===== src/design/fp_pkg.sv =====
package fp_pkg;

	//////////////////////////////////////////////////
	// Opcode map
	localparam logic [3:0] OP_ADD   = 4'b0000;
	localparam logic [3:0] OP_SUB   = 4'b1111; // B minus A
	localparam logic [3:0] OP_MUL   = 4'b0010;
	localparam logic [3:0] OP_EQ    = 4'b1100;
	localparam logic [3:0] OP_LE    = 4'b1110;
	localparam logic [3:0] OP_LT    = 4'b1101;
	localparam logic [3:0] OP_I2F   = 4'b0100;
	localparam logic [3:0] OP_F2I   = 4'b0101;
	localparam logic [3:0] OP_CLASS = 4'b0110;
	localparam logic [3:0] OP_MOV   = 4'b0111;

	// Single precision layout
	localparam int EXP_W    = 8;
	localparam int MAN_W    = 23;
	localparam int EXP_BIAS = 127;

	// Classify results, zero-extended on the output
	localparam logic [2:0] CLS_INF      = 3'd0;
	localparam logic [2:0] CLS_NEG_NORM = 3'd1;
	localparam logic [2:0] CLS_NEG_SUB  = 3'd2;
	localparam logic [2:0] CLS_NEG_ZERO = 3'd3;
	localparam logic [2:0] CLS_POS_ZERO = 3'd4;
	localparam logic [2:0] CLS_POS_SUB  = 3'd5;
	localparam logic [2:0] CLS_POS_NORM = 3'd6;
	localparam logic [2:0] CLS_NAN      = 3'd7;

	localparam logic [31:0] QNAN    = 32'h7FC0_0000; // Canonical quiet NaN
	localparam logic [31:0] POS_INF = 32'h7F80_0000;
	localparam logic [31:0] INT_MAX = 32'h7FFF_FFFF;
	localparam logic [31:0] INT_MIN = 32'h8000_0000;

	typedef struct packed {
		logic             sign;
		logic [EXP_W-1:0] exp;
		logic [MAN_W-1:0] man;
	} fp_fields_t;

	// One word, read as float fields or as a signed integer
	typedef union packed {
		fp_fields_t         f;
		logic signed [31:0] i;
	} fp_word_u;

endpackage


===== src/design/fp_adder.sv =====
module fp_adder (
	input  logic [31:0] a,
	input  logic [31:0] b,
	input  logic        subtract,
	output logic [31:0] sum
);
	import fp_pkg::*;

	fp_word_u ua;
	fp_word_u ub; // Carries the effective sign
	fp_word_u hi_op;
	fp_word_u lo_op;
	logic a_zero, b_zero;
	logic a_inf, b_inf;
	logic a_nan, b_nan;
	logic swap;
	logic eff_sub;
	logic [EXP_W-1:0] exp_diff;
	logic [26:0] hi_sig;
	logic [26:0] lo_sig;
	logic [27:0] raw;
	logic [4:0] lz;
	logic [27:0] norm;
	logic signed [9:0] exp_res;
	logic [31:0] arith;

	assign ua = a;
	assign ub = {b[31] ^ subtract, b[30:0]};

	// Exponent zero covers zero and subnormal alike
	assign a_zero = (ua.f.exp == '0);
	assign b_zero = (ub.f.exp == '0);
	assign a_inf  = (ua.f.exp == '1) && (ua.f.man == '0);
	assign b_inf  = (ub.f.exp == '1) && (ub.f.man == '0);
	assign a_nan  = (ua.f.exp == '1) && (ua.f.man != '0);
	assign b_nan  = (ub.f.exp == '1) && (ub.f.man != '0);

	//////////////////////////////////////////////////
	// Alignment
	assign swap    = {ub.f.exp, ub.f.man} > {ua.f.exp, ua.f.man};
	assign hi_op   = swap ? ub : ua;
	assign lo_op   = swap ? ua : ub;
	assign eff_sub = hi_op.f.sign ^ lo_op.f.sign;

	assign exp_diff = hi_op.f.exp - lo_op.f.exp;
	assign hi_sig   = {1'b1, hi_op.f.man, 3'b000};
	assign lo_sig   = {1'b1, lo_op.f.man, 3'b000} >> exp_diff; // Shifted-out bits lost

	// Larger magnitude first, so the difference never goes negative
	assign raw = eff_sub ? {1'b0, hi_sig} - {1'b0, lo_sig}
	                     : {1'b0, hi_sig} + {1'b0, lo_sig};

	//////////////////////////////////////////////////
	// Normalize
	always_comb begin
		lz = 5'd27;
		for (int i = 0; i < 28; i++) begin
			if (raw[i])
				lz = 5'(27 - i); // Highest set bit wins
		end
	end

	assign norm    = raw << lz;
	assign exp_res = $signed({2'b00, hi_op.f.exp}) + 10'sd1 - $signed({5'b00000, lz});

	always_comb begin
		if (raw == '0)
			arith = '0; // Exact cancellation gives +0
		else if (exp_res > 10'sd254)
			arith = {hi_op.f.sign, POS_INF[30:0]};
		else if (exp_res < 10'sd1)
			arith = {hi_op.f.sign, 31'd0};
		else
			arith = {hi_op.f.sign, exp_res[EXP_W-1:0], norm[26:4]};
	end

	//////////////////////////////////////////////////
	// Special operands
	always_comb begin
		if (a_nan || b_nan)
			sum = QNAN;
		else if (a_inf && b_inf)
			sum = (ua.f.sign != ub.f.sign) ? QNAN : ua;
		else if (a_inf)
			sum = ua;
		else if (b_inf)
			sum = ub;
		else if (a_zero && b_zero)
			sum = {ua.f.sign & ub.f.sign, 31'd0}; // -0 only for -0 plus -0
		else if (a_zero)
			sum = ub;
		else if (b_zero)
			sum = ua;
		else
			sum = arith;
	end

endmodule


===== src/design/fp_alu.sv =====
module fp_alu (
	input  logic        clk,
	input  logic        rst_n,
	input  logic [31:0] a,
	input  logic [31:0] b,
	input  logic [3:0]  op,
	output logic [31:0] out,
	output logic        alu_err
);
	import fp_pkg::*;

	logic a_exp_min, a_exp_max, a_man_nz;
	logic b_exp_min, b_exp_max, b_man_nz;
	logic a_nan, b_nan;
	logic a_sign, b_sign;
	logic [30:0] a_mag, b_mag;
	logic cmp_eq, cmp_lt;
	logic [2:0] class_code;
	logic subtract;
	logic [31:0] add_a, add_b;
	logic [31:0] add_res;
	logic [31:0] mul_res;
	logic [31:0] conv_float, conv_int;
	logic [31:0] result;
	logic illegal;

	assign a_exp_min = (a[30:23] == 8'h00);
	assign a_exp_max = (a[30:23] == 8'hFF);
	assign a_man_nz  = |a[22:0];
	assign b_exp_min = (b[30:23] == 8'h00);
	assign b_exp_max = (b[30:23] == 8'hFF);
	assign b_man_nz  = |b[22:0];
	assign a_nan     = a_exp_max && a_man_nz;
	assign b_nan     = b_exp_max && b_man_nz;

	//////////////////////////////////////////////////
	// Datapath units
	assign subtract = (op == OP_SUB);
	assign add_a    = subtract ? b : a; // Swapped so the adder forms B - A
	assign add_b    = subtract ? a : b;

	fp_adder u_adder (
		.a        (add_a),
		.b        (add_b),
		.subtract (subtract),
		.sum      (add_res)
	);

	fp_multiplier u_mult (
		.a       (a),
		.b       (b),
		.product (mul_res)
	);

	fp_convert u_conv (
		.a        (a),
		.to_float (conv_float),
		.to_int   (conv_int)
	);

	//////////////////////////////////////////////////
	// Compare
	// Zeros and subnormals collapse to +0 here
	assign a_sign = a_exp_min ? 1'b0 : a[31];
	assign b_sign = b_exp_min ? 1'b0 : b[31];
	assign a_mag  = a_exp_min ? '0 : a[30:0];
	assign b_mag  = b_exp_min ? '0 : b[30:0];

	assign cmp_eq = !(a_nan || b_nan) && (a_sign == b_sign) && (a_mag == b_mag);

	always_comb begin
		if (a_nan || b_nan)
			cmp_lt = 1'b0; // Unordered
		else if (a_sign != b_sign)
			cmp_lt = a_sign;
		else if (a_sign)
			cmp_lt = a_mag > b_mag;
		else
			cmp_lt = a_mag < b_mag;
	end

	// Raw a, no flushing
	always_comb begin
		if (a_nan)
			class_code = CLS_NAN;
		else if (a_exp_max)
			class_code = CLS_INF;
		else if (a_exp_min && !a_man_nz)
			class_code = a[31] ? CLS_NEG_ZERO : CLS_POS_ZERO;
		else if (a_exp_min)
			class_code = a[31] ? CLS_NEG_SUB : CLS_POS_SUB;
		else
			class_code = a[31] ? CLS_NEG_NORM : CLS_POS_NORM;
	end

	//////////////////////////////////////////////////
	// Result select and output register
	always_comb begin
		illegal = 1'b0;
		case (op)
			OP_ADD, OP_SUB: result = add_res;
			OP_MUL:         result = mul_res;
			OP_EQ:          result = {31'd0, cmp_eq};
			OP_LE:          result = {31'd0, cmp_eq | cmp_lt};
			OP_LT:          result = {31'd0, cmp_lt};
			OP_I2F:         result = conv_float;
			OP_F2I:         result = conv_int;
			OP_CLASS:       result = {29'd0, class_code};
			OP_MOV:         result = a;
			default: begin
				result  = a; // Unknown op passes a and flags it
				illegal = 1'b1;
			end
		endcase
	end

	always_ff @(posedge clk) begin
		if (!rst_n) begin
			out     <= '0;
			alu_err <= 1'b0;
		end else begin
			out     <= result;
			alu_err <= illegal;
		end
	end

endmodule


===== src/design/fp_convert.sv =====
module fp_convert (
	input  logic [31:0] a,
	output logic [31:0] to_float,
	output logic [31:0] to_int
);
	import fp_pkg::*;

	// Exponent at which the significand is an integer as it stands
	localparam logic [EXP_W-1:0] UNIT_EXP = 8'(EXP_BIAS + MAN_W);

	fp_word_u ua;
	logic int_neg;
	logic [31:0] int_mag;
	logic [4:0] msb;
	logic [31:0] int_norm;
	logic [EXP_W-1:0] i2f_exp;
	logic a_nan;
	logic [31:0] f2i_mag;

	assign ua = a;

	//////////////////////////////////////////////////
	// Integer to float
	assign int_neg = (ua.i < 0);
	assign int_mag = int_neg ? -ua.i : ua.i; // INT_MIN stays 2^31 unsigned

	always_comb begin
		msb = 5'd0;
		for (int i = 1; i < 32; i++) begin
			if (int_mag[i])
				msb = 5'(i);
		end
	end

	assign int_norm = int_mag << (5'd31 - msb); // Leading one to bit 31
	assign i2f_exp  = 8'(EXP_BIAS) + {3'b000, msb};
	assign to_float = (int_mag == '0) ? '0 : {int_neg, i2f_exp, int_norm[30:8]};

	//////////////////////////////////////////////////
	// Float to integer
	assign a_nan = (ua.f.exp == '1) && (ua.f.man != '0);

	assign f2i_mag = (ua.f.exp >= UNIT_EXP) ? {9'd1, ua.f.man} << (ua.f.exp - UNIT_EXP)
	                                        : {9'd1, ua.f.man} >> (UNIT_EXP - ua.f.exp);

	always_comb begin
		if (a_nan)
			to_int = INT_MIN;
		else if (ua.f.exp < 8'(EXP_BIAS))
			to_int = '0; // Below one, zero and subnormal
		else if (ua.f.exp >= 8'(EXP_BIAS + 31))
			to_int = ua.f.sign ? INT_MIN : INT_MAX; // Also catches infinity
		else
			to_int = ua.f.sign ? -f2i_mag : f2i_mag;
	end

endmodule


===== src/design/fp_multiplier.sv =====
module fp_multiplier (
	input  logic [31:0] a,
	input  logic [31:0] b,
	output logic [31:0] product
);
	import fp_pkg::*;

	fp_word_u ua;
	fp_word_u ub;
	logic a_zero, b_zero;
	logic a_inf, b_inf;
	logic a_nan, b_nan;
	logic sign;
	logic [47:0] sig_prod;
	logic signed [9:0] exp_sum;
	logic signed [9:0] exp_res;
	logic [MAN_W-1:0] man_res;

	assign ua = a;
	assign ub = b;

	assign a_zero = (ua.f.exp == '0); // Subnormals count as zero
	assign b_zero = (ub.f.exp == '0);
	assign a_inf  = (ua.f.exp == '1) && (ua.f.man == '0);
	assign b_inf  = (ub.f.exp == '1) && (ub.f.man == '0);
	assign a_nan  = (ua.f.exp == '1) && (ua.f.man != '0);
	assign b_nan  = (ub.f.exp == '1) && (ub.f.man != '0);

	assign sign     = ua.f.sign ^ ub.f.sign;
	assign sig_prod = {1'b1, ua.f.man} * {1'b1, ub.f.man};
	assign exp_sum  = $signed({2'b00, ua.f.exp}) + $signed({2'b00, ub.f.exp}) - 10'(EXP_BIAS);

	// Product of two values in [1,2) needs one shift at most
	always_comb begin
		if (sig_prod[47]) begin
			man_res = sig_prod[46:24];
			exp_res = exp_sum + 10'sd1;
		end else begin
			man_res = sig_prod[45:23];
			exp_res = exp_sum;
		end
	end

	always_comb begin
		if (a_nan || b_nan)
			product = QNAN;
		else if ((a_inf && b_zero) || (a_zero && b_inf))
			product = QNAN;
		else if (a_inf || b_inf)
			product = {sign, POS_INF[30:0]};
		else if (a_zero || b_zero)
			product = {sign, 31'd0};
		else if (exp_res > 10'sd254)
			product = {sign, POS_INF[30:0]}; // Overflow
		else if (exp_res < 10'sd1)
			product = {sign, 31'd0};         // Flush to zero
		else
			product = {sign, exp_res[EXP_W-1:0], man_res};
	end

endmodule


===== config.mk =====
export PLATFORM = sky130hd
export DESIGN_NAME = fp_alu
export DESIGN_NICKNAME = d
export VERILOG_FILES = /design/src/design/fp_pkg.sv /design/src/design/fp_adder.sv /design/src/design/fp_alu.sv /design/src/design/fp_convert.sv /design/src/design/fp_multiplier.sv
export SDC_FILE = /design/constraint.sdc
export NUM_CORES = 2
export LEC_CHECK = 0
export ABC_CLOCK_PERIOD_IN_PS = 14100
export CORE_UTILIZATION = 25
export CTS_BUF_LIST = sky130_fd_sc_hd__clkbuf_4
export DETAILED_ROUTE_END_ITERATION = 10
export DONT_BUFFER_PORTS = 1
export GPL_ROUTABILITY_DRIVEN = 0
export GPL_TIMING_DRIVEN = 0
export PLACE_DENSITY = 0.5
export SYNTH_ARGS = -nofsm -noshare
export SYNTH_HDL_FRONTEND = slang
export SYNTH_SLANG_ARGS = --single-unit
export TNS_END_PERCENT = 20

===== constraint.sdc =====
create_clock -name clk -period 14.1 [get_ports clk]
set_input_delay 0.705 -clock clk [delete_from_list [all_inputs] [get_ports clk]]
set_output_delay 0.705 -clock clk [all_outputs]
set_load 0.05 [all_outputs]

# After elaboration in Yosys (flattened, before gate mapping)
# Cells that the tools add are included.
[classes] addsub=14 mul=1 order_cmp=11 n_eq_ne=17 n_shift=5 mux=106 n_bitwise=5 reduce_logical=44
[ops] cell="32-bit two-way mux" count=23
[ops] cell="32-bit one-hot mux with 8 select lines" count=1
[ops] cell="31-bit two-way mux" count=8
[ops] cell="5-bit two-way mux" count=32
[ops] cell="23-bit logical NOT" count=4
[ops] cell="23-bit nonzero test" count=4
[ops] cell="4-bit two-way mux" count=16
[ops] cell="32-bit negator" count=2
[ops] cell="31-bit > comparator" count=2
[ops] cell="24-bit by 24-bit multiplier with 48-bit output" count=1
[ops] cell="23-bit OR reduction" count=2
[ops] cell="3-bit two-way mux" count=11
[ops] cell="8-bit equality test (second input constant)" count=4
[ops] cell="32-bit logical NOT" count=1
[ops] cell="8-bit logical NOT" count=4
[ops] cell="32-bit by 1-bit less-than comparator with 1-bit output (second input constant)" count=1
[ops] cell="24-bit by 8-bit << shifter with 32-bit output" count=1
[ops] cell="32-bit by 5-bit << shifter with 31-bit output" count=1
[ops] cell="24-bit by 8-bit right shift with 32-bit output" count=1
[ops] cell="31-bit equality test" count=1
[ops] cell="31-bit less-than comparator" count=1
[ops] cell="27-bit by 27-bit adder with 28-bit output" count=1
[ops] cell="28-bit logical NOT" count=1
[ops] cell="28-bit two-way mux" count=1
[ops] cell="other kinds (35)" count=79
[word_totals] regBits=33 out_inout_bits=33

# Logic depth before layout (Yosys ltp)
[logic_depth] word_depth=48 ltp_mapped=75

# Cells and area by module
# From an unflattened synthesis, not the netlist that was laid out.
[hier_totals] cells_unflattened=5752 hier_area_um2=42470.7
[by_module_without_submodules] module="fp_multiplier" instances=1 cells_each=2304 area_per_inst_um2=19728.9 seq_area_each_um2=0.0
[by_module_without_submodules] module="fp_adder" instances=1 cells_each=1605 area_per_inst_um2=10622.7 seq_area_each_um2=0.0
[by_module_without_submodules] module="fp_convert" instances=1 cells_each=1224 area_per_inst_um2=8237.9 seq_area_each_um2=0.0
[by_module_without_submodules] module="fp_alu" instances=1 cells_each=619 area_per_inst_um2=3881.2 seq_area_each_um2=660.6

# Worst setup path before layout
# OpenSTA, ideal clock, no wires.
[synth_timing] kind="input to register" start="in a[6]" end="reg out[0]" t_arrival_ps=14866 required_ps=14040 setup_slack_ps=-826 stages=69 path_cell_list="ha_1 or4_4 or3_4 nor4_4 nor2_1 a221o_1 buf_6 or3_1 buf_2 nand2_4 buf_2 buf_1 buf_1 a21oi_1 ha_1 or3_1 a211o_1 nand2_1 [... 33 more ...] ha_1 a21o_1 a21o_1 a21oi_1 a21boi_0 nor2_1 maj3_1 a21oi_1 o21ai_1 or2_2 a41oi_1 and2_1 buf_2 nand2_1 nor2_1 or4b_1 a21oi_1 o221a_1"
[synth_between] elab_chain_len=47
[synth_rtl] element="from (decl)" line="fp_alu.sv:4" source="input logic [31:0] a,"
[synth_rtl] element="32-bit two-way mux (on tied branches)" line="fp_alu.sv:40, fp_alu.sv:39"
[synth_rtl] element="31-bit > comparator" line="fp_adder.sv:40" source="assign swap = {ub.f.exp, ub.f.man} > {ua.f.exp, ua.f.man};"
[synth_rtl] element="32-bit two-way mux (on tied branches)" line="fp_adder.sv:41, fp_adder.sv:42"
[synth_rtl] element="8-bit subtractor" line="fp_adder.sv:45" source="assign exp_diff = hi_op.f.exp - lo_op.f.exp;"
[synth_rtl] element="27-bit by 8-bit right shift with 27-bit output" line="fp_adder.sv:47" source="assign lo_sig = {1'b1, lo_op.f.man, 3'b000} >> exp_diff;"
[synth_rtl] element="27-bit by 27-bit adder with 28-bit output / 27-bit by 27-bit subtractor with 28-bit output (equally long branches)" line="fp_adder.sv:51, fp_adder.sv:50"
[synth_rtl] element="28-bit two-way mux" line="fp_adder.sv:50" source="assign raw = eff_sub ? {1'b0, hi_sig} - {1'b0, lo_sig}"
[synth_rtl] element="1-bit two-way mux" line="fp_adder.sv:58" source="if (raw[i])"
[synth_rtl] element="[... 31 more ...]"
[synth_rtl] element="32-bit two-way mux" line="fp_adder.sv:92" source="else if (b_zero)"
[synth_rtl] element="32-bit two-way mux" line="fp_adder.sv:90" source="else if (a_zero)"
[synth_rtl] element="32-bit two-way mux" line="fp_adder.sv:88" source="else if (a_zero && b_zero)"
[synth_rtl] element="32-bit two-way mux" line="fp_adder.sv:86" source="else if (b_inf)"
[synth_rtl] element="32-bit two-way mux" line="fp_adder.sv:84" source="else if (a_inf)"
[synth_rtl] element="32-bit two-way mux" line="fp_adder.sv:82" source="else if (a_inf && b_inf)"
[synth_rtl] element="32-bit two-way mux" line="fp_adder.sv:80" source="if (a_nan || b_nan)"
[synth_rtl] element="32-bit one-hot mux with 8 select lines (*)" line="fp_alu.sv:100" source="case (op)"
[synth_rtl] element="to (signal assigned)" line="fp_alu.sv:122" source="out <= result;"
[synth_rtl] element="to (decl)" line="fp_alu.sv:7" source="output logic [31:0] out,"
# Every way passes the cells marked *; elsewhere a longest branch is shown, timed or not.
# A chain may end at the register's enable or synchronous reset.

# Final worst setup path
[layout_timing] start="in op[1]" end="reg out[13]"
[layout_between] elab_chain_len=48
[layout_rtl] element="from (decl)" line="fp_alu.sv:6" source="input logic [3:0] op,"
[layout_rtl] element="4-bit equality test" line="fp_alu.sv:38, fp_alu.sv:100"
[layout_rtl] element="32-bit two-way mux (on tied branches)" line="fp_alu.sv:40, fp_alu.sv:39"
[layout_rtl] element="31-bit > comparator" line="fp_adder.sv:40"
[layout_rtl] element="32-bit two-way mux (on tied branches)" line="fp_adder.sv:41, fp_adder.sv:42"
[layout_rtl] element="8-bit subtractor" line="fp_adder.sv:45"
[layout_rtl] element="27-bit by 8-bit right shift with 27-bit output" line="fp_adder.sv:47"
[layout_rtl] element="27-bit by 27-bit adder with 28-bit output / 27-bit by 27-bit subtractor with 28-bit output (equally long branches)" line="fp_adder.sv:51, fp_adder.sv:50"
[layout_rtl] element="28-bit two-way mux" line="fp_adder.sv:50"
[layout_rtl] element="[... 32 more ...]"
[layout_rtl] element="32-bit two-way mux" line="fp_adder.sv:92"
[layout_rtl] element="32-bit two-way mux" line="fp_adder.sv:90"
[layout_rtl] element="32-bit two-way mux" line="fp_adder.sv:88"
[layout_rtl] element="32-bit two-way mux" line="fp_adder.sv:86"
[layout_rtl] element="32-bit two-way mux" line="fp_adder.sv:84"
[layout_rtl] element="32-bit two-way mux" line="fp_adder.sv:82"
[layout_rtl] element="32-bit two-way mux" line="fp_adder.sv:80"
[layout_rtl] element="32-bit one-hot mux with 8 select lines (*)" line="fp_alu.sv:100"
# Marked as above.

==> metrics.csv <==
metric,value,unit
count of final hold-check violations,0,
Synth area leaders,"fa_1, ha_1, nand2_1",
area share of the largest cell type after synthesis,0.245,
H-tree Lvls,2,
final setup fails,0,
slew at the pin with the worst max-slew slack,1.57,ns
Max Cap Viol,1,
Final Slew Violations,11,
top_reg_cell synth,dfxtp_1,
ys async rst share,0,
worst hold-check path type,input port to register,
initial antenna violation count,34,
Die X,400,um
failing checks,"max-capacitance violations, max-slew violations",
Critical Path End Type,register,
HPWL Detailed,166000,um
cell mode on critical path,a21oi_2,
Inserted Clock Buffers,5,
Antenna Violating Nets Remaining,0,
row count,145,
synthesis-stage register bit count,33,
DRC Markers,0,
synthesized cell area,39500,sq um
Mapped Cells,5417,
die area,160000,sq um
routed length per instance,27.1,um
Post-layout nets,6314,
Tot GR Track Use,0.251,
worst endpoint data arrival time,14.01,ns
outcome,finished with violations,
Die Y,400,um
count of different cell masters after synthesis,119,
largest net degree at the start of global routing,18,
"area leader, netlist",fa_1,
Critical Path Start Type,input port,
root buf cell,clkbuf_4,
WL final,205000,um
Vias/cell,5.76,
Post-synth EDFFs,0,
period utilization,0.977,
register area share after synthesis,0.0167,
Initial Utilization,0.252,
initial DRC count,5801,
vias in the first global route,41500,
"critical path fanouts, max",17,
CP peak stage delay,0.56,ns
DR pass1 iterations,7,
PortBufs,0,
Syn-to-layout area delta,10.0,%
via count,43500,
Fmax achieved,0.0726,GHz
I/O Pins,103,
Overflow after GRT,0,
Cells after DPL,7475,
Syn Nets,6266,
"Reg clk slew, reported paths",0.13,ns
final non-filler cell total,7544,
slew margin rel.,-0.0451,
filler instances,17300,
share of post-route cells with drive strength above 1,0.0770,
core area,157000,sq um
Setup CP Type,input port to register,
YS warnings,0,
CTS tree,built,
Synth Area per Inst,7.30,sq um
Num Clock Sinks,33,
"Req. time, crit path",14.34,ns
min cycle time layout,13.78,ns
global-route wire length before repair,293000,um
CTS Buffer Depth,2,
slowest CP cell,o21ai_1,
## final timing paths
kind  start       to  slack (ns)  cells past startpoint
max   op[1]  out[13]        0.32                     63
min   op[2]  alu_err        0.45                      1
## Yosys cell counts (34+ instances only)
master	instances
ha_1	295
a21oi_1	276
xor2_1	63
mux4_2	47
and2_1	235
o21ai_0	289
o22ai_1	46
a31oi_1	50
a21o_1	59
o211ai_1	60
nand4_1	43
buf_1	35
nand2_1	795
clkbuf_1	325
a211oi_1	49
mux2i_1	134
xnor2_1	82
fa_1	484
mux2_2	37
or3_1	39
nor3_1	111
nor2b_1	43
inv_1	663
nand3_1	137
nor2_1	341
a22oi_1	34
nand2b_1	52
## per-stage QoR
stage / setup TNS, ns / instance area, sq um / hold WS, ns / worst slack, ns / util
floorplan: 0 / 39600 / 0.781 / 0.0365 / -
global placement: -112.38 / 42200 / 0.863 / -4.40 / 0.269
detailed placement: -111.98 / 42200 / 0.849 / -4.33 / 0.269
CTS: 0 / 42900 / 0.389 / 0.00101 / 0.274
global route: -0.0264 / 43400 / 0.384 / -0.0264 / 0.277
finish: 0 / 43500 / 0.454 / 0.322 / 0.278
## cells by family (layout without fill, tap and decap cells)
| logic type | count (synthesis) | in the layout | share of synthesized area |
|---|---|---|---|
| simple gates | 1968 | 1968 | 0.237 |
| compound gates | 1201 | 1201 | 0.200 |
| buf+inv | 1070 | 1119 | 0.103 |
| fa+ha+maj | 780 | 780 | 0.339 |
| mux | 218 | 218 | 0.0713 |
| xor+xnor | 147 | 147 | 0.0330 |
| flops | 33 | 33 | 0.0167 |
| other cells | 0 | 20 | 0 |
## state kept, by name, summed over array words and instances (netlist names)
name and cells:
alu_err 1, out 32
## cells in the final DEF, fill, tap and decap left out, types with 47 or more instances in the layout
master and count:
nor2_1 335, o211ai_1 60, nand3_1 135, mux2i_1 131, buf_4 59, mux4_2 47, and2_1 235, xor2_1 60
fa_1 483, o21ai_0 274, xnor2_1 74, inv_1 660, clkbuf_1 265, nand2_1 794, a21o_1 59, ha_1 289
a21oi_1 254, nand2b_1 51, a31oi_1 47, nor3_1 106
## routing by layer
layer | vias up | GRT usage | part of all wire
met5 | - | 0 | 0.0012
met1 | 21200 | 0.311 | 0.38
met4 | 24 | 0.148 | 0.076
met3 | 749 | 0.0775 | 0.12
li1 | 18500 | - | -
met2 | 3068 | 0.382 | 0.42
## layout make-up
class	instances	area (sq um)	share of cell area
diodes	20	50.0	0.00115
plain buffers	380	1660	0.0381
clock buffers	5	37.5	0.000863
clock inverters	3	17.5	0.000403
inverters	675	2570	0.0590
multi-input cells	4314	35500	0.816
flip-flops and latches	33	661	0.0152
well taps	2058	2570	0.0592
repair buffers	56	420	0.00967
## timing repair
item                                    4_1_cts  5_1_grt
buffers inserted                             31       25
endpoints found under the setup margin       32       31
hold endpoints to repair                      0        0
hold buffers                                  0        0
resized for setup                           114      153
pin swaps                                    16       30
## worst max-delay path, delay by kind of cell
family | cells | cell delay (ns)
AOI/OAI and AO/OA | 30 | 6.14
and+or+nand+nor | 16 | 3.75
buffers and inverters | 10 | 1.73
adders and majority gates | 4 | 1.18
xor gates and xnor gates | 3 | 0.43
Power is left out: the tool's default activity adds up to more than one toggle a clock period on the data nets, which glitch-free logic cannot reach.
